**config.mk**
```make
export PLATFORM = sky130hd
export DESIGN_NAME = cpu_control_top
export DESIGN_NICKNAME = d
export VERILOG_FILES = /design/src/design/isa_pkg.sv /design/src/design/ctrl_pkg.sv /design/src/design/cpu_control_top.sv /design/src/design/microcode_decoder.sv /design/src/design/stage_sequencer.sv
export SDC_FILE = /design/constraint.sdc
export NUM_CORES = 1
export LEC_CHECK = 0
export ABC_CLOCK_PERIOD_IN_PS = 2300
export BUFFER_PORTS_ARGS = -buffer_cell sky130_fd_sc_hd__buf_2
export CORE_MARGIN = 1.5
export CORE_UTILIZATION = 25
export CTS_CLUSTER_SIZE = 24
export DETAILED_ROUTE_END_ITERATION = 10
export GPL_TIMING_DRIVEN = 0
export SLEW_MARGIN = 10
export SYNTH_ARGS = -nofsm -noshare
export SYNTH_HDL_FRONTEND = slang
export SYNTH_SLANG_ARGS = --single-unit
```
**constraint.sdc**
```tcl
create_clock -name clk -period 2.3 [get_ports clk]
set_clock_uncertainty 0.05 [all_clocks]
set_input_delay 0.23 -clock clk [delete_from_list [all_inputs] [get_ports clk]]
set_output_delay 0.23 -clock clk [all_outputs]
set_load 0.005 [all_outputs]
```
**src/design/isa_pkg.sv**
```systemverilog
//~~~~~~~~~~~~~~~~~~~~~~~~~~~~~~~~~~~~~~~~~~~~~~~~~~~~~~~~~~~~~~~~~~~~~~~~~~
// Opcode and ALU mode encodings of the 8-bit bus CPU
// Byte values missing from opcode_t are undefined and decode to idle
//~~~~~~~~~~~~~~~~~~~~~~~~~~~~~~~~~~~~~~~~~~~~~~~~~~~~~~~~~~~~~~~~~~~~~~~~~~
package isa_pkg;

    localparam int opcode_w = 8;            // One instruction byte

    typedef enum logic [opcode_w-1:0] {
        OP_NOP     = 8'h00,
        OP_LDAI    = 8'h01,
        OP_LDBI    = 8'h02,
        OP_LDHI    = 8'h03,
        OP_LDLI    = 8'h04,
        OP_LDA_HL  = 8'h05,                 // A <- mem[HL]
        OP_STA_HL  = 8'h06,                 // mem[HL] <- A
        OP_LDA_RAM = 8'h07,                 // Two address bytes follow
        OP_STA_RAM = 8'h08,
        OP_ADD     = 8'h10,
        OP_SUB     = 8'h11,
        OP_AND     = 8'h12,
        OP_OR      = 8'h13,
        OP_XOR     = 8'h14,
        OP_NOT     = 8'h15,
        OP_JMP     = 8'h20,
        OP_JZ      = 8'h21,                 // Taken on ALU zero flag
        OP_MOV_AB  = 8'h30,
        OP_MOV_BA  = 8'h31,
        OP_HALT    = 8'hFF
    } opcode_t;

    typedef enum logic [2:0] {
        ALU_NONE = 3'd0,
        ALU_ADD  = 3'd1,
        ALU_SUB  = 3'd2,
        ALU_AND  = 3'd3,
        ALU_OR   = 3'd4,
        ALU_XOR  = 3'd5,
        ALU_NOT  = 3'd6                     // Unary, operates on A
    } alu_mode_t;

    // ALU function for an arithmetic or logic opcode
    function automatic alu_mode_t alu_mode_of(input opcode_t op);
        case (op)
            OP_ADD:  return ALU_ADD;
            OP_SUB:  return ALU_SUB;
            OP_AND:  return ALU_AND;
            OP_OR:   return ALU_OR;
            OP_XOR:  return ALU_XOR;
            OP_NOT:  return ALU_NOT;
            default: return ALU_NONE;
        endcase
    endfunction

endpackage

```
**src/design/ctrl_pkg.sv**
```systemverilog
//~~~~~~~~~~~~~~~~~~~~~~~~~~~~~~~~~~~~~~~~~~~~~~~~~~~~~~~~~~~~~~~~~~~~~~~~~~
// Datapath control word, one strobe per resource, MSB first as listed
// All strobes are active high and valid for a single clock cycle
//~~~~~~~~~~~~~~~~~~~~~~~~~~~~~~~~~~~~~~~~~~~~~~~~~~~~~~~~~~~~~~~~~~~~~~~~~~
package ctrl_pkg;

    localparam int max_stages = 5;          // Longest instruction plus one

    typedef struct packed {
        logic               areg_load;
        logic               areg_out;       // Bus source
        logic               breg_load;
        logic               breg_out;       // Bus source
        logic               hreg_load;
        logic               hreg_out;       // Bus source
        logic               lreg_load;
        logic               lreg_out;       // Bus source
        logic               mreg_h_load;
        logic               mreg_l_load;
        logic               ireg_load;
        logic               instr_done;     // Last cycle of an instruction
        logic               ram_write;
        logic               ram_read_pc;    // Bus source, PC addressed
        logic               ram_read_mreg;  // Bus source, MREG addressed
        logic               alu_out;        // Bus source
        isa_pkg::alu_mode_t alu_mode;
        logic               cnt_en;         // PC increment
        logic               cnt_wr;         // PC load from MREG
        logic               halt;
    } ctrl_word_t;

    localparam ctrl_word_t ctrl_idle = '{alu_mode: isa_pkg::ALU_NONE, default: 1'b0};

endpackage

```
**src/design/cpu_control_top.sv**
```systemverilog
//~~~~~~~~~~~~~~~~~~~~~~~~~~~~~~~~~~~~~~~~~~~~~~~~~~~~~~~~~~~~~~~~~~~~~~~~~~
// Control unit top, every strobe is a level valid for one cycle
// opcode must be held for the full instruction; reset is synchronous
//~~~~~~~~~~~~~~~~~~~~~~~~~~~~~~~~~~~~~~~~~~~~~~~~~~~~~~~~~~~~~~~~~~~~~~~~~~
`timescale 1ns/1ps

module cpu_control_top #(
    parameter int stage_w = 4
) (
    input  logic               clk,
    input  logic               ireg_reset,
    input  isa_pkg::opcode_t   opcode,
    input  logic               alu_zero,
    output logic               areg_load,
    output logic               areg_out,
    output logic               breg_load,
    output logic               breg_out,
    output logic               hreg_load,
    output logic               hreg_out,
    output logic               lreg_load,
    output logic               lreg_out,
    output logic               mreg_h_load,
    output logic               mreg_l_load,
    output logic               ireg_load,
    output logic               instr_done,
    output logic               ram_write,
    output logic               ram_read_pc,
    output logic               ram_read_mreg,
    output logic               alu_out,
    output isa_pkg::alu_mode_t alu_mode,
    output logic               cnt_en,
    output logic               cnt_wr,
    output logic               halt,
    output logic [stage_w-1:0] stage_no       // Current micro-step
);

    logic [stage_w-1:0]   stage;
    ctrl_pkg::ctrl_word_t ctrl;

    stage_sequencer #(.stage_w(stage_w)) i_sequencer (
        .clk        (clk),
        .ireg_reset (ireg_reset),
        .instr_done (ctrl.instr_done),
        .halt       (ctrl.halt),
        .stage      (stage)
    );

    microcode_decoder #(.stage_w(stage_w)) i_decoder (
        .clk        (clk),
        .ireg_reset (ireg_reset),
        .opcode     (opcode),
        .alu_zero   (alu_zero),
        .stage      (stage),
        .ctrl       (ctrl)
    );

    assign areg_load     = ctrl.areg_load;
    assign areg_out      = ctrl.areg_out;
    assign breg_load     = ctrl.breg_load;
    assign breg_out      = ctrl.breg_out;
    assign hreg_load     = ctrl.hreg_load;
    assign hreg_out      = ctrl.hreg_out;
    assign lreg_load     = ctrl.lreg_load;
    assign lreg_out      = ctrl.lreg_out;
    assign mreg_h_load   = ctrl.mreg_h_load;
    assign mreg_l_load   = ctrl.mreg_l_load;
    assign ireg_load     = ctrl.ireg_load;
    assign instr_done    = ctrl.instr_done;
    assign ram_write     = ctrl.ram_write;
    assign ram_read_pc   = ctrl.ram_read_pc;
    assign ram_read_mreg = ctrl.ram_read_mreg;
    assign alu_out       = ctrl.alu_out;
    assign alu_mode      = ctrl.alu_mode;
    assign cnt_en        = ctrl.cnt_en;
    assign cnt_wr        = ctrl.cnt_wr;
    assign halt          = ctrl.halt;
    assign stage_no      = stage;

endmodule

```
**src/design/microcode_decoder.sv**
```systemverilog
//~~~~~~~~~~~~~~~~~~~~~~~~~~~~~~~~~~~~~~~~~~~~~~~~~~~~~~~~~~~~~~~~~~~~~~~~~~
// Combinational microcode table, opcode and stage in, control word out
// The opcode must stay stable for the whole instruction; stage_w >= 3
//~~~~~~~~~~~~~~~~~~~~~~~~~~~~~~~~~~~~~~~~~~~~~~~~~~~~~~~~~~~~~~~~~~~~~~~~~~
`timescale 1ns/1ps

module microcode_decoder #(
    parameter int stage_w = 4
) (
    input  logic                 clk,
    input  logic                 ireg_reset,
    input  isa_pkg::opcode_t     opcode,
    input  logic                 alu_zero,
    input  logic [stage_w-1:0]   stage,
    output ctrl_pkg::ctrl_word_t ctrl
);

    localparam logic [stage_w-1:0] st0      = stage_w'(0);
    localparam logic [stage_w-1:0] st1      = stage_w'(1);
    localparam logic [stage_w-1:0] st2      = stage_w'(2);
    localparam logic [stage_w-1:0] st3      = stage_w'(3);
    localparam logic [stage_w-1:0] st_limit = stage_w'(ctrl_pkg::max_stages);

    // Opcode fetch that closes every instruction
    localparam ctrl_pkg::ctrl_word_t fetch_word = '{
        ireg_load:   1'b1,
        instr_done:  1'b1,
        ram_read_pc: 1'b1,
        cnt_en:      1'b1,
        alu_mode:    isa_pkg::ALU_NONE,
        default:     1'b0
    };

    logic opcode_known;
    logic via_hl;       // Address from H and L, not from inline bytes
    logic is_load;      // Memory read into A, not a store
    logic jump_taken;

    assign via_hl     = (opcode == isa_pkg::OP_LDA_HL) || (opcode == isa_pkg::OP_STA_HL);
    assign is_load    = (opcode == isa_pkg::OP_LDA_HL) || (opcode == isa_pkg::OP_LDA_RAM);
    assign jump_taken = (opcode == isa_pkg::OP_JMP) || alu_zero;

    always_comb begin
        ctrl         = ctrl_pkg::ctrl_idle;
        opcode_known = 1'b1;

        case (opcode)
            isa_pkg::OP_NOP: begin
                if (stage == st0) begin
                    ctrl = fetch_word;
                end
            end
            isa_pkg::OP_HALT: begin
                if (stage == st0) begin
                    ctrl.halt = 1'b1;               // Held, stage freezes
                end
            end
            isa_pkg::OP_LDAI, isa_pkg::OP_LDBI, isa_pkg::OP_LDHI, isa_pkg::OP_LDLI: begin
                if (stage == st0) begin             // Operand byte into target
                    ctrl.areg_load   = (opcode == isa_pkg::OP_LDAI);
                    ctrl.breg_load   = (opcode == isa_pkg::OP_LDBI);
                    ctrl.hreg_load   = (opcode == isa_pkg::OP_LDHI);
                    ctrl.lreg_load   = (opcode == isa_pkg::OP_LDLI);
                    ctrl.ram_read_pc = 1'b1;
                    ctrl.cnt_en      = 1'b1;
                end else if (stage == st1) begin
                    ctrl = fetch_word;
                end
            end
            isa_pkg::OP_LDA_HL, isa_pkg::OP_STA_HL,
            isa_pkg::OP_LDA_RAM, isa_pkg::OP_STA_RAM: begin
                if (stage == st0) begin             // High address byte
                    ctrl.mreg_h_load = 1'b1;
                    ctrl.hreg_out    = via_hl;
                    ctrl.ram_read_pc = !via_hl;
                    ctrl.cnt_en      = !via_hl;
                end else if (stage == st1) begin    // Low address byte
                    ctrl.mreg_l_load = 1'b1;
                    ctrl.lreg_out    = via_hl;
                    ctrl.ram_read_pc = !via_hl;
                    ctrl.cnt_en      = !via_hl;
                end else if (stage == st2) begin    // Data transfer at MREG
                    ctrl.areg_load     = is_load;
                    ctrl.ram_read_mreg = is_load;
                    ctrl.areg_out      = !is_load;
                    ctrl.ram_write     = !is_load;
                end else if (stage == st3) begin
                    ctrl = fetch_word;
                end
            end
            isa_pkg::OP_ADD, isa_pkg::OP_SUB, isa_pkg::OP_AND,
            isa_pkg::OP_OR, isa_pkg::OP_XOR, isa_pkg::OP_NOT: begin
                if (stage == st0) begin
                    ctrl.alu_mode = isa_pkg::alu_mode_of(opcode);
                end else if (stage == st1) begin    // Result back into A
                    ctrl.areg_load = 1'b1;
                    ctrl.alu_out   = 1'b1;
                end else if (stage == st2) begin
                    ctrl = fetch_word;
                end
            end
            isa_pkg::OP_JMP, isa_pkg::OP_JZ: begin
                if (jump_taken) begin
                    if (stage == st0) begin
                        ctrl.mreg_h_load = 1'b1;
                        ctrl.ram_read_pc = 1'b1;
                        ctrl.cnt_en      = 1'b1;
                    end else if (stage == st1) begin
                        ctrl.mreg_l_load = 1'b1;
                        ctrl.ram_read_pc = 1'b1;
                        ctrl.cnt_en      = 1'b1;
                    end else if (stage == st2) begin
                        ctrl.cnt_wr = 1'b1;         // PC <- MREG
                    end else if (stage == st3) begin
                        ctrl = fetch_word;
                    end
                end else begin
                    // Not taken, step the PC over both address bytes
                    if (stage == st0 || stage == st1) begin
                        ctrl.cnt_en = 1'b1;
                    end else if (stage == st2) begin
                        ctrl = fetch_word;
                    end
                end
            end
            isa_pkg::OP_MOV_AB, isa_pkg::OP_MOV_BA: begin
                if (stage == st0) begin
                    ctrl.areg_out  = (opcode == isa_pkg::OP_MOV_AB);
                    ctrl.breg_load = (opcode == isa_pkg::OP_MOV_AB);
                    ctrl.breg_out  = (opcode == isa_pkg::OP_MOV_BA);
                    ctrl.areg_load = (opcode == isa_pkg::OP_MOV_BA);
                end else if (stage == st1) begin
                    ctrl = fetch_word;
                end
            end
            default: begin
                opcode_known = 1'b0;                // Idle word, stage runs on
            end
        endcase

        if (ireg_reset) begin
            ctrl = ctrl_pkg::ctrl_idle;
        end
    end

    // Only one driver on the shared data bus per cycle
    property p_single_bus_source;
        @(posedge clk) disable iff (ireg_reset)
        $onehot0({ctrl.areg_out, ctrl.breg_out, ctrl.hreg_out, ctrl.lreg_out,
                  ctrl.alu_out, ctrl.ram_read_pc, ctrl.ram_read_mreg});
    endproperty

    a_single_bus_source : assert property (p_single_bus_source)
        else $error("bus contention, more than one source enabled");

    // Reaching stage max_stages means the counter ran max_stages steps from 0,
    // which a known opcode held over that span cannot do since it ends sooner
    property p_stage_bound;
        @(posedge clk) disable iff (ireg_reset)
        (stage == st_limit) |->
            !($past(opcode_known, ctrl_pkg::max_stages) &&
              ($past(opcode, ctrl_pkg::max_stages) == $past(opcode)));
    endproperty

    a_stage_bound : assert property (p_stage_bound)
        else $error("known opcode ran past the last microcode stage");

endmodule

```
**src/design/stage_sequencer.sv**
```systemverilog
//~~~~~~~~~~~~~~~~~~~~~~~~~~~~~~~~~~~~~~~~~~~~~~~~~~~~~~~~~~~~~~~~~~~~~~~~~~
// Micro-step counter that wraps modulo 2**stage_w unless the instruction ends
// HALT freezes the count until the next reset
//~~~~~~~~~~~~~~~~~~~~~~~~~~~~~~~~~~~~~~~~~~~~~~~~~~~~~~~~~~~~~~~~~~~~~~~~~~
`timescale 1ns/1ps

module stage_sequencer #(
    parameter int stage_w = 4
) (
    input  logic               clk,
    input  logic               ireg_reset,
    input  logic               instr_done,
    input  logic               halt,
    output logic [stage_w-1:0] stage
);

    // Priority is reset, then end of instruction, then halt
    always_ff @(posedge clk) begin
        if (ireg_reset) begin
            stage <= '0;
        end else if (instr_done) begin
            stage <= '0;                    // Next opcode starts at stage 0
        end else if (!halt) begin
            stage <= stage + 1'b1;          // Wraps on undefined opcodes
        end
    end

    // The decoder must never end an instruction in a halted cycle
    // or the halt would be lost when the stage clears
    property p_done_halt_exclusive;
        @(posedge clk) disable iff (ireg_reset)
        !(instr_done && halt);
    endproperty

    a_done_halt_exclusive : assert property (p_done_halt_exclusive)
        else $error("instr_done and halt asserted together");

endmodule

```
# Word-level counts from Yosys, hierarchy flattened
# Index checks and enable logic that the tools add are counted.
# classes
add_sub_neg	1
n_mul	0
div_mod_pow	0
magnitude_cmp	0
n_eq_ne	22
n_shift	0
mux	79
n_bitwise	0
reduce_logical	14
# op_table
operator	n
$mux 22	7
$pmux 21 s6	1
$mux 12	5
$eq 8x5->1 const B	6
$eq 8x3->1 const B	4
$eq 8x6->1 const B	4
$mux 1	32
$mux 5	6
$mux 20	1
$mux 19	1
$mux 2	9
$pmux 3 s6	1
$eq 8x2->1 const B	2
$mux 16	1
$mux 14	1
$mux 7	2
$mux 3	4
$mux 4	3
$mux 6	2
$mux 9	1
$eq 4x2->1 const B	2
$eq 8x1->1 const B	1
$eq 8x4->1 const B	1
$eq 8x8->1 const B	1
11 further kinds	18
# totals
regBits	4
latchBits	0
ramBits	0
mem_bits_ro	0
out_inout_bits	26
n_memories	0

# Longest topological paths before layout
# depth
ltp_word	14
mapped_depth	9
ltp_nobuf	7

# Modules after synthesis
# Synthesis repeated with hierarchy kept, for this count alone.
# unflattened
hier_cells	127
area_unflattened_um2	930.9
# modules_own_cells
mod	instances	cells_per_inst	area_each_um2
microcode_decoder	1	112	762.0
stage_sequencer	1	15	168.9

# Worst setup path after synthesis
# No wires, ideal clock.
# synth_path
kind	register to output
startpoint	register i_sequencer.stage[0]
endpoint	output port ireg_load
t_arrival_ps	2127
t_required_ps	2020
slack_ps	-107
path_stages_with_launch	10
cell_sequence	dfxtp_1 inv_1 ha_1 or4b_1 buf_2 or2_1 a21oi_1 o31a_2 o21ba_1 buf_4
# synth_between
elab_chain_len	13
# synth_lines
item	line	source
start, declared	stage_sequencer.sv:14	output logic [stage_w-1:0] stage
start signal, assigned	stage_sequencer.sv:24	stage <= stage + 1'b1;
$eq 4x2->1	microcode_decoder.sv:87, microcode_decoder.sv:114	
$mux 12	microcode_decoder.sv:87, microcode_decoder.sv:114	
$mux 22	microcode_decoder.sv:112	end else if (stage == st2) begin
$mux 22	microcode_decoder.sv:108	end else if (stage == st1) begin
$mux 22	microcode_decoder.sv:104	if (stage == st0) begin
$mux 22	microcode_decoder.sv:103	if (jump_taken) begin
$mux 22	microcode_decoder.sv:47	case (opcode)
$mux 20	microcode_decoder.sv:112	
$mux 3	microcode_decoder.sv:108	
$mux 4	microcode_decoder.sv:104	
$mux 22	microcode_decoder.sv:103	
$pmux 21 s6 (*)	microcode_decoder.sv:47	
$mux 22 (*)	microcode_decoder.sv:141	if (ireg_reset) begin
end, declared	cpu_control_top.sv:24	output logic ireg_load,
# Mark *: on every way between the ends. The rest lies on a longest branch, timed or not. The select of a mux whose other input is x is not followed.

# Worst setup path in the final report
# Ends and elaborated chain as after synthesis.

==> results <==
- The run finished, with violations left.
- The checks that failed: negative setup slack.
- The switching power is 153 µW.
- The highest net fanout along the worst path is 4.
- Timing would allow up to 0.399 GHz.
- The internal power is 270 µW.
- The share of total power dissipated in combinational logic is 0.462.
- Of the total power, the share spent switching nets is 0.361.
- Counting flops and latches in the post-synthesis netlist gives 4.
- The sequential cell area fraction in the yosys report is 0.0858.
- The H-tree depth reported by CTS is 1.
- The tightest min-delay check is of the in -> reg type.
- Setup violations remaining at the end of the flow were counted as 4.
- The DRC violation count after routing is 0.
- The first-pass iteration count of the detailed router is 4.
- Setup repair after global routing could not meet its margin everywhere.
- The clock-pin slew on the worst setup and hold paths is 0.03 ns.
- The cell count of the worst hold path is 3.
- The data arrival at the endpoint of the critical path is 2.22 ns.
- The number of cell rows is 22.
- The post-route clock period utilization is 1.09.
- The number of warning messages in the yosys log is 0.
- The global-route congestion overflow total is 0.
- The number of buffers between clock root and the deepest sink is 2.
- sky130_fd_sc_hd__nor3_1 takes more of the synthesized area than any other cell.
- The number of buffer cells added on primary ports is 34.
- The largest single stage delay on the critical path is 0.50 ns.
- The clock sink total is 4.
- At the worst endpoint, the required time is 2.02 ns.
- TritonCTS created 3 clock buffers.
- The hold buffer count at cts is 0.
- The number of nets in the synthesized netlist is 153.
- In the synthesized netlist, the number of instances is 138.
- Detailed placement ended at an HPWL of 2.29 mm.
- The setup total negative slack is -0.456 ns.
- The worst hold path terminates at i_sequencer.stage[0].
- Sorting the synthesized cells by area gives the leading types as sky130_fd_sc_hd__nor3_1, sky130_fd_sc_hd__dfxtp_1, sky130_fd_sc_hd__nand2_1.
- The relative contribution of the clock network to total power is 0.342.
- Summing over every cut layer, the via total after detailed routing is 1268.
- The mean number of vias per cell is 5.49.
- The initial antenna violation count is 0.
- For this design the top-level I/O count stands at 37.
- The detailed router finished its first iteration with 54 violations.
- The routability congestion estimate from global placement is 0.864.
- After layout, the minimum clock period comes to 2.50 ns.
- 0 antenna diodes ended up in the layout.
- Once detail routing completed, the nets flagged for antenna violations numbered 0.
- In the post-route analysis, the smallest setup slack over all paths is -0.204 ns.
- The launching element type of the critical path is a flop.
- The area of the die is 4110 µm².
- Across the run, the number of max-cap violations was 0.
- The static leakage power is 0.572 nW.
- The cell area that synthesis handed to floorplanning was 933 µm².
- The cell at the root of the clock tree is sky130_fd_sc_hd__clkbuf_8.
- The class of the most critical setup path is reg -> out.
- The clock tree from TritonCTS is done.
- The number of enable-type register cells in the synthesized netlist is 0.
- In the layout the commonest cells are sky130_fd_sc_hd__buf_2, sky130_fd_sc_hd__nor3_1, sky130_fd_sc_hd__nand2_1.
- The worst hold path begins at ireg_reset.
- The clock latency on the worst-skew pair is 0.22 ns.
- The first global-routing pass estimated 5.09 mm of wire.
- The final count of hold timing violations is 0.
- The area inside the core boundary is 3630 µm².
- In this run the critical register-to-register path is captured at i_sequencer.stage[1].
- In this run the tightest slew margin relative to its limit is 0.586.
- The register bank with the most flops is i_sequencer.stage.
- The most instantiated flip-flop cell in the synthesis netlist is sky130_fd_sc_hd__dfxtp_1.
- The average footprint of a synthesized cell is 6.76 µm².
- The number of nets in the layout is 200.
- The area share of the largest cell type after synthesis is 0.102.
- Across every metal layer, demand over resource in global routing totals 0.151.
- The slew at the pin closest to its max-slew limit is 0.616 ns.
- The path depth of the worst reg2reg path is 9.
- For this configuration, the core starts out at a cell density of 0.257.
- The number of flip-flops in the largest register is 4.
- The die is 64.1 µm tall.
- The utilization after layout is 0.394.
- The cell with the most instances on the worst path is sky130_fd_sc_hd__buf_6.
- The slack of the worst reg-to-reg path is 0.20 ns.
- The largest individual stage delay along the critical path comes from the cell sky130_fd_sc_hd__or4b_4.
- The number of different library cells used by synthesis comes to 46.
- The average wire per cell in the routed design is 14.0 µm.
- The share of flip-flops with an asynchronous set or reset is 0.
- The area growth from synthesis to final layout is 53.2%.
- The chip width is 64.1 µm.
- The worst reg2reg path startpoint is i_sequencer.stage[0].
- The total length of routed wires is 3.24 mm.
- In this run the power density over the cells is 295 nW/µm².
- The share of total power dissipated in sequential elements is 0.196.
- The via count of the first global-routing pass was 1112.
- Entering global routing, the biggest net connects 11 pins.
- The most common cell after layout, fill and taps aside is sky130_fd_sc_hd__buf_2.
- The share of final-layout standard cells stronger than drive strength 1 is 0.421.
- The count of final max-slew check failures is 0.
- The critical path goes through inv_4 > ha_4 > or4b_4 > nand3b_1 > o31ai_1 > or3_1 > o21ba_4 > buf_6 > buf_6.
- In the final layout, the registers with the most flip-flops are i_sequencer.stage (4).
- STA classifies the critical path endpoint as an output port.
- The maximum resistive drop on vdd is 378 µV.
-- cell families after synthesis --
family          Yosys count  synth area share
mux                       5            0.0563
compound gates           22             0.164
xor+xnor                  4            0.0375
fa+ha+maj                 4            0.0536
buf+inv                  13            0.0697
flops                     4            0.0858
simple gates             86             0.533
-- metrics by stage --
| stage | setup WS, ns | hold WS, ns | total power, mW | instance area (µm²) | instances |
|---|---|---|---|---|---|
| after floorplan | 0.00240 | 0.376 | 0.181 | 938 | 138 |
| after global placement | -0.197 | 0.515 | 0.224 | 1170 | 220 |
| after detailed placement | -0.230 | 0.520 | 0.224 | 1170 | 220 |
| after CTS | -0.240 | 0.373 | 0.401 | 1340 | 229 |
| after global routing | -0.290 | 0.477 | 0.451 | 1430 | 231 |
| final | -0.204 | 0.464 | 0.422 | 1430 | 231 |
-- how the worst max path moves through the flow --
stage	start	to	slack, ns	cells past startpoint
global placement	i_sequencer.stage[0]	ireg_load	-0.20	10
floorplan	i_sequencer.stage[0]	ireg_load	0.002	9
global route	i_sequencer.stage[0]	ireg_load	-0.29	9
finish	i_sequencer.stage[0]	ireg_load	-0.20	9
detailed placement	i_sequencer.stage[0]	ireg_load	-0.23	10
CTS	i_sequencer.stage[0]	ireg_load	-0.24	10
-- critical path: cells and delay by family (launching register included) --
family | cells | cell delay [ns]
and+or+nand+nor | 3 | 0.94
adders and majority gates | 1 | 0.16
buffers and inverters | 3 | 0.21
DFF | 1 | 0.38
AOI/OAI and AO/OA | 2 | 0.31
-- cell usage after synthesis (all sizes together) (2+ instances only) --
master / number
nand2: 15
nor4: 7
xnor2: 2
mux2: 2
buf: 6
inv: 3
or3: 2
or2: 2
nand2b: 2
clkbuf: 4
or4b: 2
nor4b: 3
mux2i: 3
or4: 4
dfxtp: 4
a21oi: 7
ha: 4
nor2b: 2
o21ai: 2
o31ai: 3
xor2: 2
nand4: 2
nand3: 7
nor3: 20
nor2: 14
-- per-layer routing --
layer  up-vias  wire [µm]  global-route usage
li1        619          -                   -
met3         8        211              0.0282
met1       587       1470               0.208
met2        54       1520               0.250
met5         -          0                   0
met4         0         25              0.0239
-- layout make-up --
type / count / area (µm²)
clock buffers: 3 / 41.3
multi-input cells: 121 / 912
flip-flops and latches: 4 / 87.6
well taps: 48 / 60.1
plain buffers: 9 / 52.6
inverters: 3 / 16.3
repair buffers: 43 / 260
fillers: 406 / 2200
-- power by group through the flow --
stage / Combinational [mW] / Clock [mW] / Sequential (mW)
6_report: 0.195 / 0.144 / 0.0829
5_1_grt: 0.212 / 0.155 / 0.0840
4_1_cts: 0.171 / 0.148 / 0.0823
3_5_place_dp: 0.142 / 0 / 0.0820
3_3_place_gp: 0.142 / 0 / 0.0823
2_1_floorplan: 0.0990 / 0 / 0.0816
-- timing repair --
item / in CTS / in global routing
pin swaps: 4 / 9
gates resized for setup: 17 / 15
buffers inserted: 6 / 3
setup endpoints to repair: 11 / 18
Note: power is estimated with default switching activity, not from simulation.
